[src/rtl/dot_defs.svh]
//////////////////////////////////////////////////
// Dot-product peripheral constants
// Element, accumulator and length widths
// Wishbone widths and register word addresses
//////////////////////////////////////////////////

`ifndef DOT_DEFS_SVH
`define DOT_DEFS_SVH

// Datapath widths
`define DOT_ELEM_W 16
`define DOT_ACC_W  32
`define DOT_LEN_W  12

// Wishbone port widths
`define DOT_WB_AW 4
`define DOT_WB_DW 32

// Register map, byte address of each 32-bit word
`define DOT_REG_CTRL   4'h0
`define DOT_REG_ELEM   4'h4
`define DOT_REG_STATUS 4'h8
`define DOT_REG_RESULT 4'hC

`endif

[src/rtl/dot_pkg.sv]
//////////////////////////////////////////////////
// Shared types of the dot-product peripheral
// Element pair, lane request, lane state, result
//////////////////////////////////////////////////

`default_nettype none

`include "dot_defs.svh"

package dot_pkg;

  // One ELEM write word, a in the low half
  typedef struct packed {
    logic signed [`DOT_ELEM_W-1:0] b;
    logic signed [`DOT_ELEM_W-1:0] a;
  } elem_pair_t;

  // Request word into one MAC lane
  typedef struct packed {
    logic       valid;
    logic       clear;
    elem_pair_t pair;
  } lane_req_t;

  // Lane state seen by the combiner
  typedef struct packed {
    logic                         busy;
    logic signed [`DOT_ACC_W-1:0] psum;
  } lane_out_t;

  // Final result, held until next start
  typedef struct packed {
    logic                  done;
    logic [`DOT_ACC_W-1:0] sum;
  } dot_result_t;

endpackage

`default_nettype wire

[src/rtl/dot_wb_regs.sv]
//////////////////////////////////////////////////
// Wishbone classic slave of the dot-product unit
// Single-cycle ACK, CTRL/ELEM/STATUS/RESULT map
// Length and element count registers
// Even/odd dispatch of element pairs to the lanes
//////////////////////////////////////////////////

`timescale 1ns/1ps
`default_nettype none

`include "dot_defs.svh"

module dot_wb_regs (
  input  logic                  CLK,
  input  logic                  RST,
  // Wishbone slave
  input  logic                  cyc,
  input  logic                  stb,
  input  logic                  we,
  input  logic [`DOT_WB_AW-1:0] adr,
  input  logic [`DOT_WB_DW-1:0] dat_i,
  input  logic [3:0]            sel,
  output logic [`DOT_WB_DW-1:0] dat_o,
  output logic                  ack,
  // Lane side
  output dot_pkg::lane_req_t    lane_req_even,
  output dot_pkg::lane_req_t    lane_req_odd,
  output logic                  all_issued,
  output logic                  start_pulse,
  input  dot_pkg::dot_result_t  result
);

  // Start flag in the top byte of CTRL
  localparam int START_BIT = 31;

  logic                  bus_req;
  logic                  wr_cyc;
  logic [`DOT_WB_DW-1:0] wdata;
  logic                  ctrl_wr;
  logic                  elem_wr;
  logic                  start_wr;
  logic                  elem_take;
  logic [`DOT_LEN_W-1:0] len_q;
  logic [`DOT_LEN_W-1:0] count_q;
  logic                  armed_q;
  dot_pkg::elem_pair_t   pair_in;
  logic [`DOT_WB_DW-1:0] status_word;

  //////////////////////////////////////////////////
  // Bus decode
  //////////////////////////////////////////////////

  // New access, first cycle of STB only
  assign bus_req = cyc & stb & ~ack;
  // Writes take effect in the ACK cycle
  assign wr_cyc  = cyc & stb & we & ack;

  // Byte enables, disabled bytes read as zero
  always_comb begin
    for (int i = 0; i < 4; i++) begin
      wdata[8*i +: 8] = sel[i] ? dat_i[8*i +: 8] : 8'h00;
    end
  end

  assign ctrl_wr   = wr_cyc & (adr == `DOT_REG_CTRL);
  assign elem_wr   = wr_cyc & (adr == `DOT_REG_ELEM);
  assign start_wr  = ctrl_wr & wdata[START_BIT];
  // Extra pairs past the length are dropped
  assign elem_take = elem_wr & (count_q < len_q);
  assign pair_in   = dot_pkg::elem_pair_t'(wdata);

  // STATUS layout: done in bit 0, count from bit 16
  always_comb begin
    status_word                   = '0;
    status_word[0]                = result.done;
    status_word[16 +: `DOT_LEN_W] = count_q;
  end

  //////////////////////////////////////////////////
  // ACK and read data
  //////////////////////////////////////////////////

  always_ff @(posedge CLK or posedge RST) begin
    if (RST) begin
      ack   <= 1'b0;
      dat_o <= '0;
    end else begin
      // One ACK per access, never back to back
      ack <= bus_req;
      if (bus_req && !we) begin
        case (adr)
          `DOT_REG_STATUS: dat_o <= status_word;
          `DOT_REG_RESULT: dat_o <= result.sum;
          default:         dat_o <= '0;
        endcase
      end
    end
  end

  //////////////////////////////////////////////////
  // Length, count and completion flag
  //////////////////////////////////////////////////

  always_ff @(posedge CLK or posedge RST) begin
    if (RST) begin
      len_q       <= '0;
      count_q     <= '0;
      armed_q     <= 1'b0;
      start_pulse <= 1'b0;
      all_issued  <= 1'b0;
    end else begin
      start_pulse <= start_wr;
      // Registered so lane busy has time to rise
      all_issued  <= armed_q & (count_q == len_q);
      if (start_wr) begin
        len_q   <= wdata[`DOT_LEN_W-1:0];
        count_q <= '0;
        armed_q <= 1'b1;
      end else if (elem_take) begin
        count_q <= count_q + 1'b1;
      end
    end
  end

  //////////////////////////////////////////////////
  // Lane dispatch by count parity
  //////////////////////////////////////////////////

  always_ff @(posedge CLK or posedge RST) begin
    if (RST) begin
      lane_req_even <= '0;
      lane_req_odd  <= '0;
    end else begin
      lane_req_even.valid <= elem_take & ~count_q[0];
      lane_req_odd.valid  <= elem_take & count_q[0];
      // Clear goes to both lanes at once
      lane_req_even.clear <= start_wr;
      lane_req_odd.clear  <= start_wr;
      if (elem_take && !count_q[0]) begin
        lane_req_even.pair <= pair_in;
      end
      if (elem_take && count_q[0]) begin
        lane_req_odd.pair <= pair_in;
      end
    end
  end

endmodule

`default_nettype wire

[src/rtl/dot_mac_lane.sv]
//////////////////////////////////////////////////
// Two-stage signed multiply-accumulate lane
// Stage 1 product, stage 2 wrapping partial sum
//////////////////////////////////////////////////

`timescale 1ns/1ps
`default_nettype none

`include "dot_defs.svh"

module dot_mac_lane (
  input  logic               CLK,
  input  logic               RST,
  input  dot_pkg::lane_req_t req,
  output dot_pkg::lane_out_t lane
);

  localparam int PROD_W = 2 * `DOT_ELEM_W;

  logic                         s1_valid;
  logic signed [PROD_W-1:0]     s1_prod;
  logic                         s2_valid;
  logic signed [`DOT_ACC_W-1:0] prod_ext;
  logic signed [`DOT_ACC_W-1:0] psum_q;

  //////////////////////////////////////////////////
  // Stage 1, product register
  //////////////////////////////////////////////////

  always_ff @(posedge CLK or posedge RST) begin
    if (RST) begin
      s1_valid <= 1'b0;
    end else if (req.clear) begin
      s1_valid <= 1'b0;
    end else begin
      s1_valid <= req.valid;
    end
  end

  // Full-width signed product, no overflow
  always_ff @(posedge CLK) begin
    if (req.clear) begin
      s1_prod <= '0;
    end else if (req.valid) begin
      s1_prod <= req.pair.a * req.pair.b;
    end
  end

  //////////////////////////////////////////////////
  // Stage 2, accumulate
  //////////////////////////////////////////////////

  // Sign extension to accumulator width
  assign prod_ext = s1_prod;

  always_ff @(posedge CLK or posedge RST) begin
    if (RST) begin
      s2_valid <= 1'b0;
      psum_q   <= '0;
    end else if (req.clear) begin
      s2_valid <= 1'b0;
      psum_q   <= '0;
    end else begin
      s2_valid <= s1_valid;
      // Wraps modulo 2^32
      if (s1_valid) begin
        psum_q <= psum_q + prod_ext;
      end
    end
  end

  // Busy while anything sits in either stage
  assign lane.busy = s1_valid | s2_valid;
  assign lane.psum = psum_q;

endmodule

`default_nettype wire

[src/rtl/dot_combiner.sv]
//////////////////////////////////////////////////
// Completion detect and final sum of both lanes
// Result and done held until the next start
//////////////////////////////////////////////////

`timescale 1ns/1ps
`default_nettype none

`include "dot_defs.svh"

module dot_combiner (
  input  logic                 CLK,
  input  logic                 RST,
  input  logic                 start_pulse,
  input  logic                 all_issued,
  input  dot_pkg::lane_out_t   lane_even,
  input  dot_pkg::lane_out_t   lane_odd,
  output dot_pkg::dot_result_t result
);

  logic                  lanes_idle;
  logic                  drain_done;
  logic [`DOT_ACC_W-1:0] sum_next;

  //////////////////////////////////////////////////
  // Completion condition
  //////////////////////////////////////////////////

  // Both pipelines empty
  assign lanes_idle = ~lane_even.busy & ~lane_odd.busy;

  // All pairs issued and drained, first time only
  assign drain_done = all_issued & lanes_idle & ~result.done;

  // Partial sums added with 32-bit wraparound
  assign sum_next = lane_even.psum + lane_odd.psum;

  //////////////////////////////////////////////////
  // Result register
  //////////////////////////////////////////////////

  always_ff @(posedge CLK or posedge RST) begin
    if (RST) begin
      result <= '0;
    end else if (start_pulse) begin
      // New run, drop the old result
      result <= '0;
    end else if (drain_done) begin
      result.done <= 1'b1;
      result.sum  <= sum_next;
    end
  end

endmodule

`default_nettype wire

[src/rtl/dot_top.sv]
//////////////////////////////////////////////////
// Top of the dot-product peripheral
// Register block, even and odd MAC lanes, combiner
//////////////////////////////////////////////////

`timescale 1ns/1ps
`default_nettype none

`include "dot_defs.svh"

module dot_top (
  input  logic                  CLK,
  input  logic                  RST,
  // Wishbone classic slave
  input  logic                  cyc,
  input  logic                  stb,
  input  logic                  we,
  input  logic [`DOT_WB_AW-1:0] adr,
  input  logic [`DOT_WB_DW-1:0] dat_i,
  input  logic [3:0]            sel,
  output logic [`DOT_WB_DW-1:0] dat_o,
  output logic                  ack
);

  //////////////////////////////////////////////////
  // Internal nets
  //////////////////////////////////////////////////

  dot_pkg::lane_req_t   req_even;
  dot_pkg::lane_req_t   req_odd;
  dot_pkg::lane_out_t   out_even;
  dot_pkg::lane_out_t   out_odd;
  dot_pkg::dot_result_t result;
  logic                 all_issued;
  logic                 start_pulse;

  // Bus side and element dispatch
  dot_wb_regs regs (
    .CLK          (CLK),
    .RST          (RST),
    .cyc          (cyc),
    .stb          (stb),
    .we           (we),
    .adr          (adr),
    .dat_i        (dat_i),
    .sel          (sel),
    .dat_o        (dat_o),
    .ack          (ack),
    .lane_req_even(req_even),
    .lane_req_odd (req_odd),
    .all_issued   (all_issued),
    .start_pulse  (start_pulse),
    .result       (result)
  );

  // Even element indices
  dot_mac_lane lane_even (
    .CLK (CLK),
    .RST (RST),
    .req (req_even),
    .lane(out_even)
  );

  // Odd element indices
  dot_mac_lane lane_odd (
    .CLK (CLK),
    .RST (RST),
    .req (req_odd),
    .lane(out_odd)
  );

  dot_combiner combiner (
    .CLK        (CLK),
    .RST        (RST),
    .start_pulse(start_pulse),
    .all_issued (all_issued),
    .lane_even  (out_even),
    .lane_odd   (out_odd),
    .result     (result)
  );

endmodule

`default_nettype wire

[config.mk]
export PLATFORM = sky130hd
export DESIGN_NAME = dot_top
export DESIGN_NICKNAME = d
export VERILOG_FILES = /design/src/rtl/dot_pkg.sv /design/src/rtl/dot_wb_regs.sv /design/src/rtl/dot_mac_lane.sv /design/src/rtl/dot_combiner.sv /design/src/rtl/dot_top.sv
export VERILOG_INCLUDE_DIRS = /design/src /design/src/rtl
export SDC_FILE = /design/constraint.sdc
export NUM_CORES = 2
export LEC_CHECK = 0
export ABC_CLOCK_PERIOD_IN_PS = 8900
export BUFFER_PORTS_ARGS = -buffer_cell sky130_fd_sc_hd__buf_2
export CAP_MARGIN = 20
export CORE_MARGIN = 4
export CORE_UTILIZATION = 45
export DETAILED_ROUTE_END_ITERATION = 7
export PLACE_DENSITY = 0.72
export SLEW_MARGIN = 10
export SYNTH_ARGS = -nofsm -noshare
export SYNTH_HDL_FRONTEND = slang
export SYNTH_SLANG_ARGS = --single-unit
[constraint.sdc]
create_clock -name CLK -period 8.9 [get_ports CLK]
set_input_delay 0 -clock CLK [delete_from_list [all_inputs] [get_ports CLK]]
set_output_delay 0 -clock CLK [all_outputs]
set_load 0.1 [all_outputs]
==> reports/metrics.yaml <==
hpwlAfterDp_mm: 68.3
drc_errors: 0
clock_latency_ns: 0.57
critical_path_class: "flip-flop to flip-flop"
fin_crit_sh_pct: 75.8
cts.sinks: 291
drive_gt1_share_pct: 5.25
final_common_cell: "inv_1"
cts_resized: 0
post-route-util_pct: 49.2
ys_types: 76
path_max_fanout: 17
antenna_found_initial: 1
vias_per_cell: 5.26
ys_seq_area_share_pct: 19.9
clk_path_buf_depth: 3
slew_headroom_pct: 22.3
synth_top_area_share_pct: 30.1
r2r-start: "regs.lane_req_odd[23]$_DFFE_PP0P_"
fp-row-count: 102
die_area_um2: 82500
io_buffers: 77
ys_ff_latch: 291
max_cap_viol_count: 0
status: "finished clean"
yosysWarnings: 0
layout.nets: 4649
fmax_mhz: 148
postCtsHoldBufs: 47
grt_max_degree: 91
powerDensity_nw_per_um2: 78.0
grt_overflow_total: 0
finalHoldViolations: 0
syn_inst: 3779
area_growth_pct: 8.51
drv_slew: 0
regArea_um2: 6970
r2r-end: "lane_odd.prod_ext[31]$_SDFFE_PP0P_"
ir_drop_mv: 0.0981
syn-mean-instance-area_um2: 9.28
grt_pass1_vias: 26019
final_area_um2: 38000
dp_cells: 4761
synthArstFlopShare_pct: 78.0
ant_nets: 0
cts.clk_slew.worst_paths_ns: 0.07
synth_top_cell_by_area: "fa_1"
die_x_um: 287
hp-class: "primary input to asynchronous set/reset pin"
r2r_setup_slack_ns: 2.16
synth_area_leaders: "fa_1 (30%), dfrtp_1 (16%), ha_1 (9.6%)"
setup_viol: 0
cts_max_level: 2
period_minus_slack_ns: 6.74
cts_made_buffers: 35
cts_tree: "done"
gp_congestion: 0.904
cp-end-kind: "flip-flop"
drtIter0Drc: 2125
nFillCells: 7121
multiInputGateArea_um2: 25200
core_um2: 77300
finalSetupTns_ns: 0
gr-usage-all-layers_pct: 22.0
tightest_slew_ns: 1.16
synth_edf_count: 0
grt_pass1_wl_mm: 145
drt_pass1_iterations: 7
clock_skew_ns: 0.0350
critPathArrivalTime_ns: 7.22
synth_area_um2: 35100
wl_per_cell_um: 18.0
reg2reg_depth: 23
rsz0062_at_grt: "no"
wirelength_mm: 87.6
dr_total_vias: 25646
final_cell_mix: "inv_1 (624), fa_1 (527), nand2_1 (460), ha_1 (270), and2_1 (243)"
postCtsSetupBuffers: 0
die_h_um: 287
floorplan.initialDensity_pct: 45.3
root_buffer: "clkbuf_16"
cp_data_required_time_ns: 9.38
synth_nets: 4621
final_cell_count_no_fill: 4873
io-pin-count: 78
place_area_um2: 36300
p_leak_nw: 19.7
critPathLaunchType: "flip-flop"
dominantRegCellSynth: "dfrtp_1"
synthesized netlist by cell type (4+ instances only):
master	number
and2_1	243
nor3_1	24
nand2_1	462
nand3_1	30
o21ai_0	130
or3_1	10
buf_1	15
a22o_1	23
xor2_1	44
nor2_1	219
nand3b_1	9
a31oi_1	20
o21a_1	18
mux2i_1	95
and4_1	6
dfrtp_1	227
o2111ai_1	4
inv_1	625
nand4_1	11
o21ai_2	4
a211o_1	5
ha_1	270
o211ai_2	4
o21bai_1	18
o22ai_1	8
a211oi_1	30
a21oi_1	146
dfxtp_1	64
o21ai_1	6
a211oi_2	5
a21o_1	64
or2_2	4
xnor2_1	109
clkbuf_1	131
nor4_1	8
fa_1	527
nor2b_1	23
nand2b_1	36
a222oi_1	13
a21boi_0	4
and3_1	15
o211ai_1	12
a21oi_2	7
worst max-delay path, stage by stage (launching register included):
cell and delay, ns:
dfrtp_1 0.78, nand2_1 0.17, fa_1 0.57, inv_1 0.05
fa_1 0.50, inv_1 0.06, fa_1 0.57, inv_1 0.06
fa_1 0.47, fa_1 0.49, inv_1 0.04, fa_1 0.47
inv_1 0.04, ha_1 0.32, and3_1 0.21, o2111ai_1 0.15
o221ai_1 0.35, a21oi_2 0.15, o21ai_2 0.19, nand4_1 0.14
a41oi_2 0.23, a21oi_1 0.11, or3_1 0.35, a31oi_1 0.17
kinds of logic (layout without fill, tap and decap cells):
family	after synthesis	in the layout	share of synthesized area, %
xor gates and xnor gates	153	153	3.82
buffers and inverters	771	824	8.25
adders and majority gates	797	797	39.7
other	0	1	0
and+or+nand+nor	1108	1108	14.9
DFF	291	291	19.9
AOI/OAI and AO/OA	561	561	10.7
muxes	98	98	2.82
sequential cells by signal (all words and copies together), names as in the netlist, 12 cells and up:
register,count
lane_even.prod_ext,32
combiner.result,33
lane_even.psum_q,32
regs.dat_o,32
lane_odd.psum_q,32
regs.lane_req_even,33
lane_odd.prod_ext,32
regs.len_q,12
regs.count_q,12
regs.lane_req_odd,33
worst max path at each step:
| stage | startpoint | end | slack, ns |
|---|---|---|---|
| 2_1_floorplan | regs.lane_req_even[23]$_DFFE_PP0P_ | lane_even.prod_ext[31]$_SDFFE_PP0P_ | 2.61 |
| 3_3_place_gp | regs.lane_req_even[7]$_DFFE_PP0P_ | lane_even.prod_ext[31]$_SDFFE_PP0P_ | 2.30 |
| 3_5_place_dp | regs.lane_req_even[7]$_DFFE_PP0P_ | lane_even.prod_ext[31]$_SDFFE_PP0P_ | 2.20 |
| 4_1_cts | regs.lane_req_even[7]$_DFFE_PP0P_ | lane_even.prod_ext[31]$_SDFFE_PP0P_ | 2.18 |
| 5_1_grt | regs.lane_req_odd[23]$_DFFE_PP0P_ | lane_odd.prod_ext[31]$_SDFFE_PP0P_ | 1.76 |
| 6_report | regs.lane_req_odd[23]$_DFFE_PP0P_ | lane_odd.prod_ext[31]$_SDFFE_PP0P_ | 2.16 |
per-layer routing:
layer,vias up,share of wire [%],routed length [µm],global-route usage [%]
met3,135,9.1,7920,5.36
met2,855,42,36600,31.9
met1,12597,46,40500,32.9
met4,0,2.8,2490,5.54
met5,-,0,0,0
li1,12059,-,-,-
where the power goes:
part | internal [mW] | switching, mW | leakage, nW
Clock | 0.901 | 0.638 | 0.585
Combinational | 0.0316 | 0.0623 | 15.5
Sequential | 1.33 | 0.00777 | 3.68
Total | 2.26 | 0.708 | 19.7
per-stage QoR:
step                hold WS [ns]  total power [mW]  worst slack (ns)
global route               0.153              3.06              1.76
detailed placement         0.164              1.44              2.20
global placement           0.164              1.44              2.30
floorplan                  0.145              1.40              2.61
finish                    0.0946              2.97              2.16
CTS                        0.106              3.00              2.18
final cells by class:
| class | instances | area share, % |
|---|---|---|
| antenna | 1 | 0.00658 |
| clock buffer | 41 | 2.41 |
| clock inverter | 21 | 0.769 |
| inverter | 625 | 6.19 |
| multi-input combinational | 2717 | 66.3 |
| sequential | 291 | 18.3 |
| tap | 1040 | 3.42 |
| timing repair buffer | 137 | 2.59 |
Power figures use the tool's default switching activity.
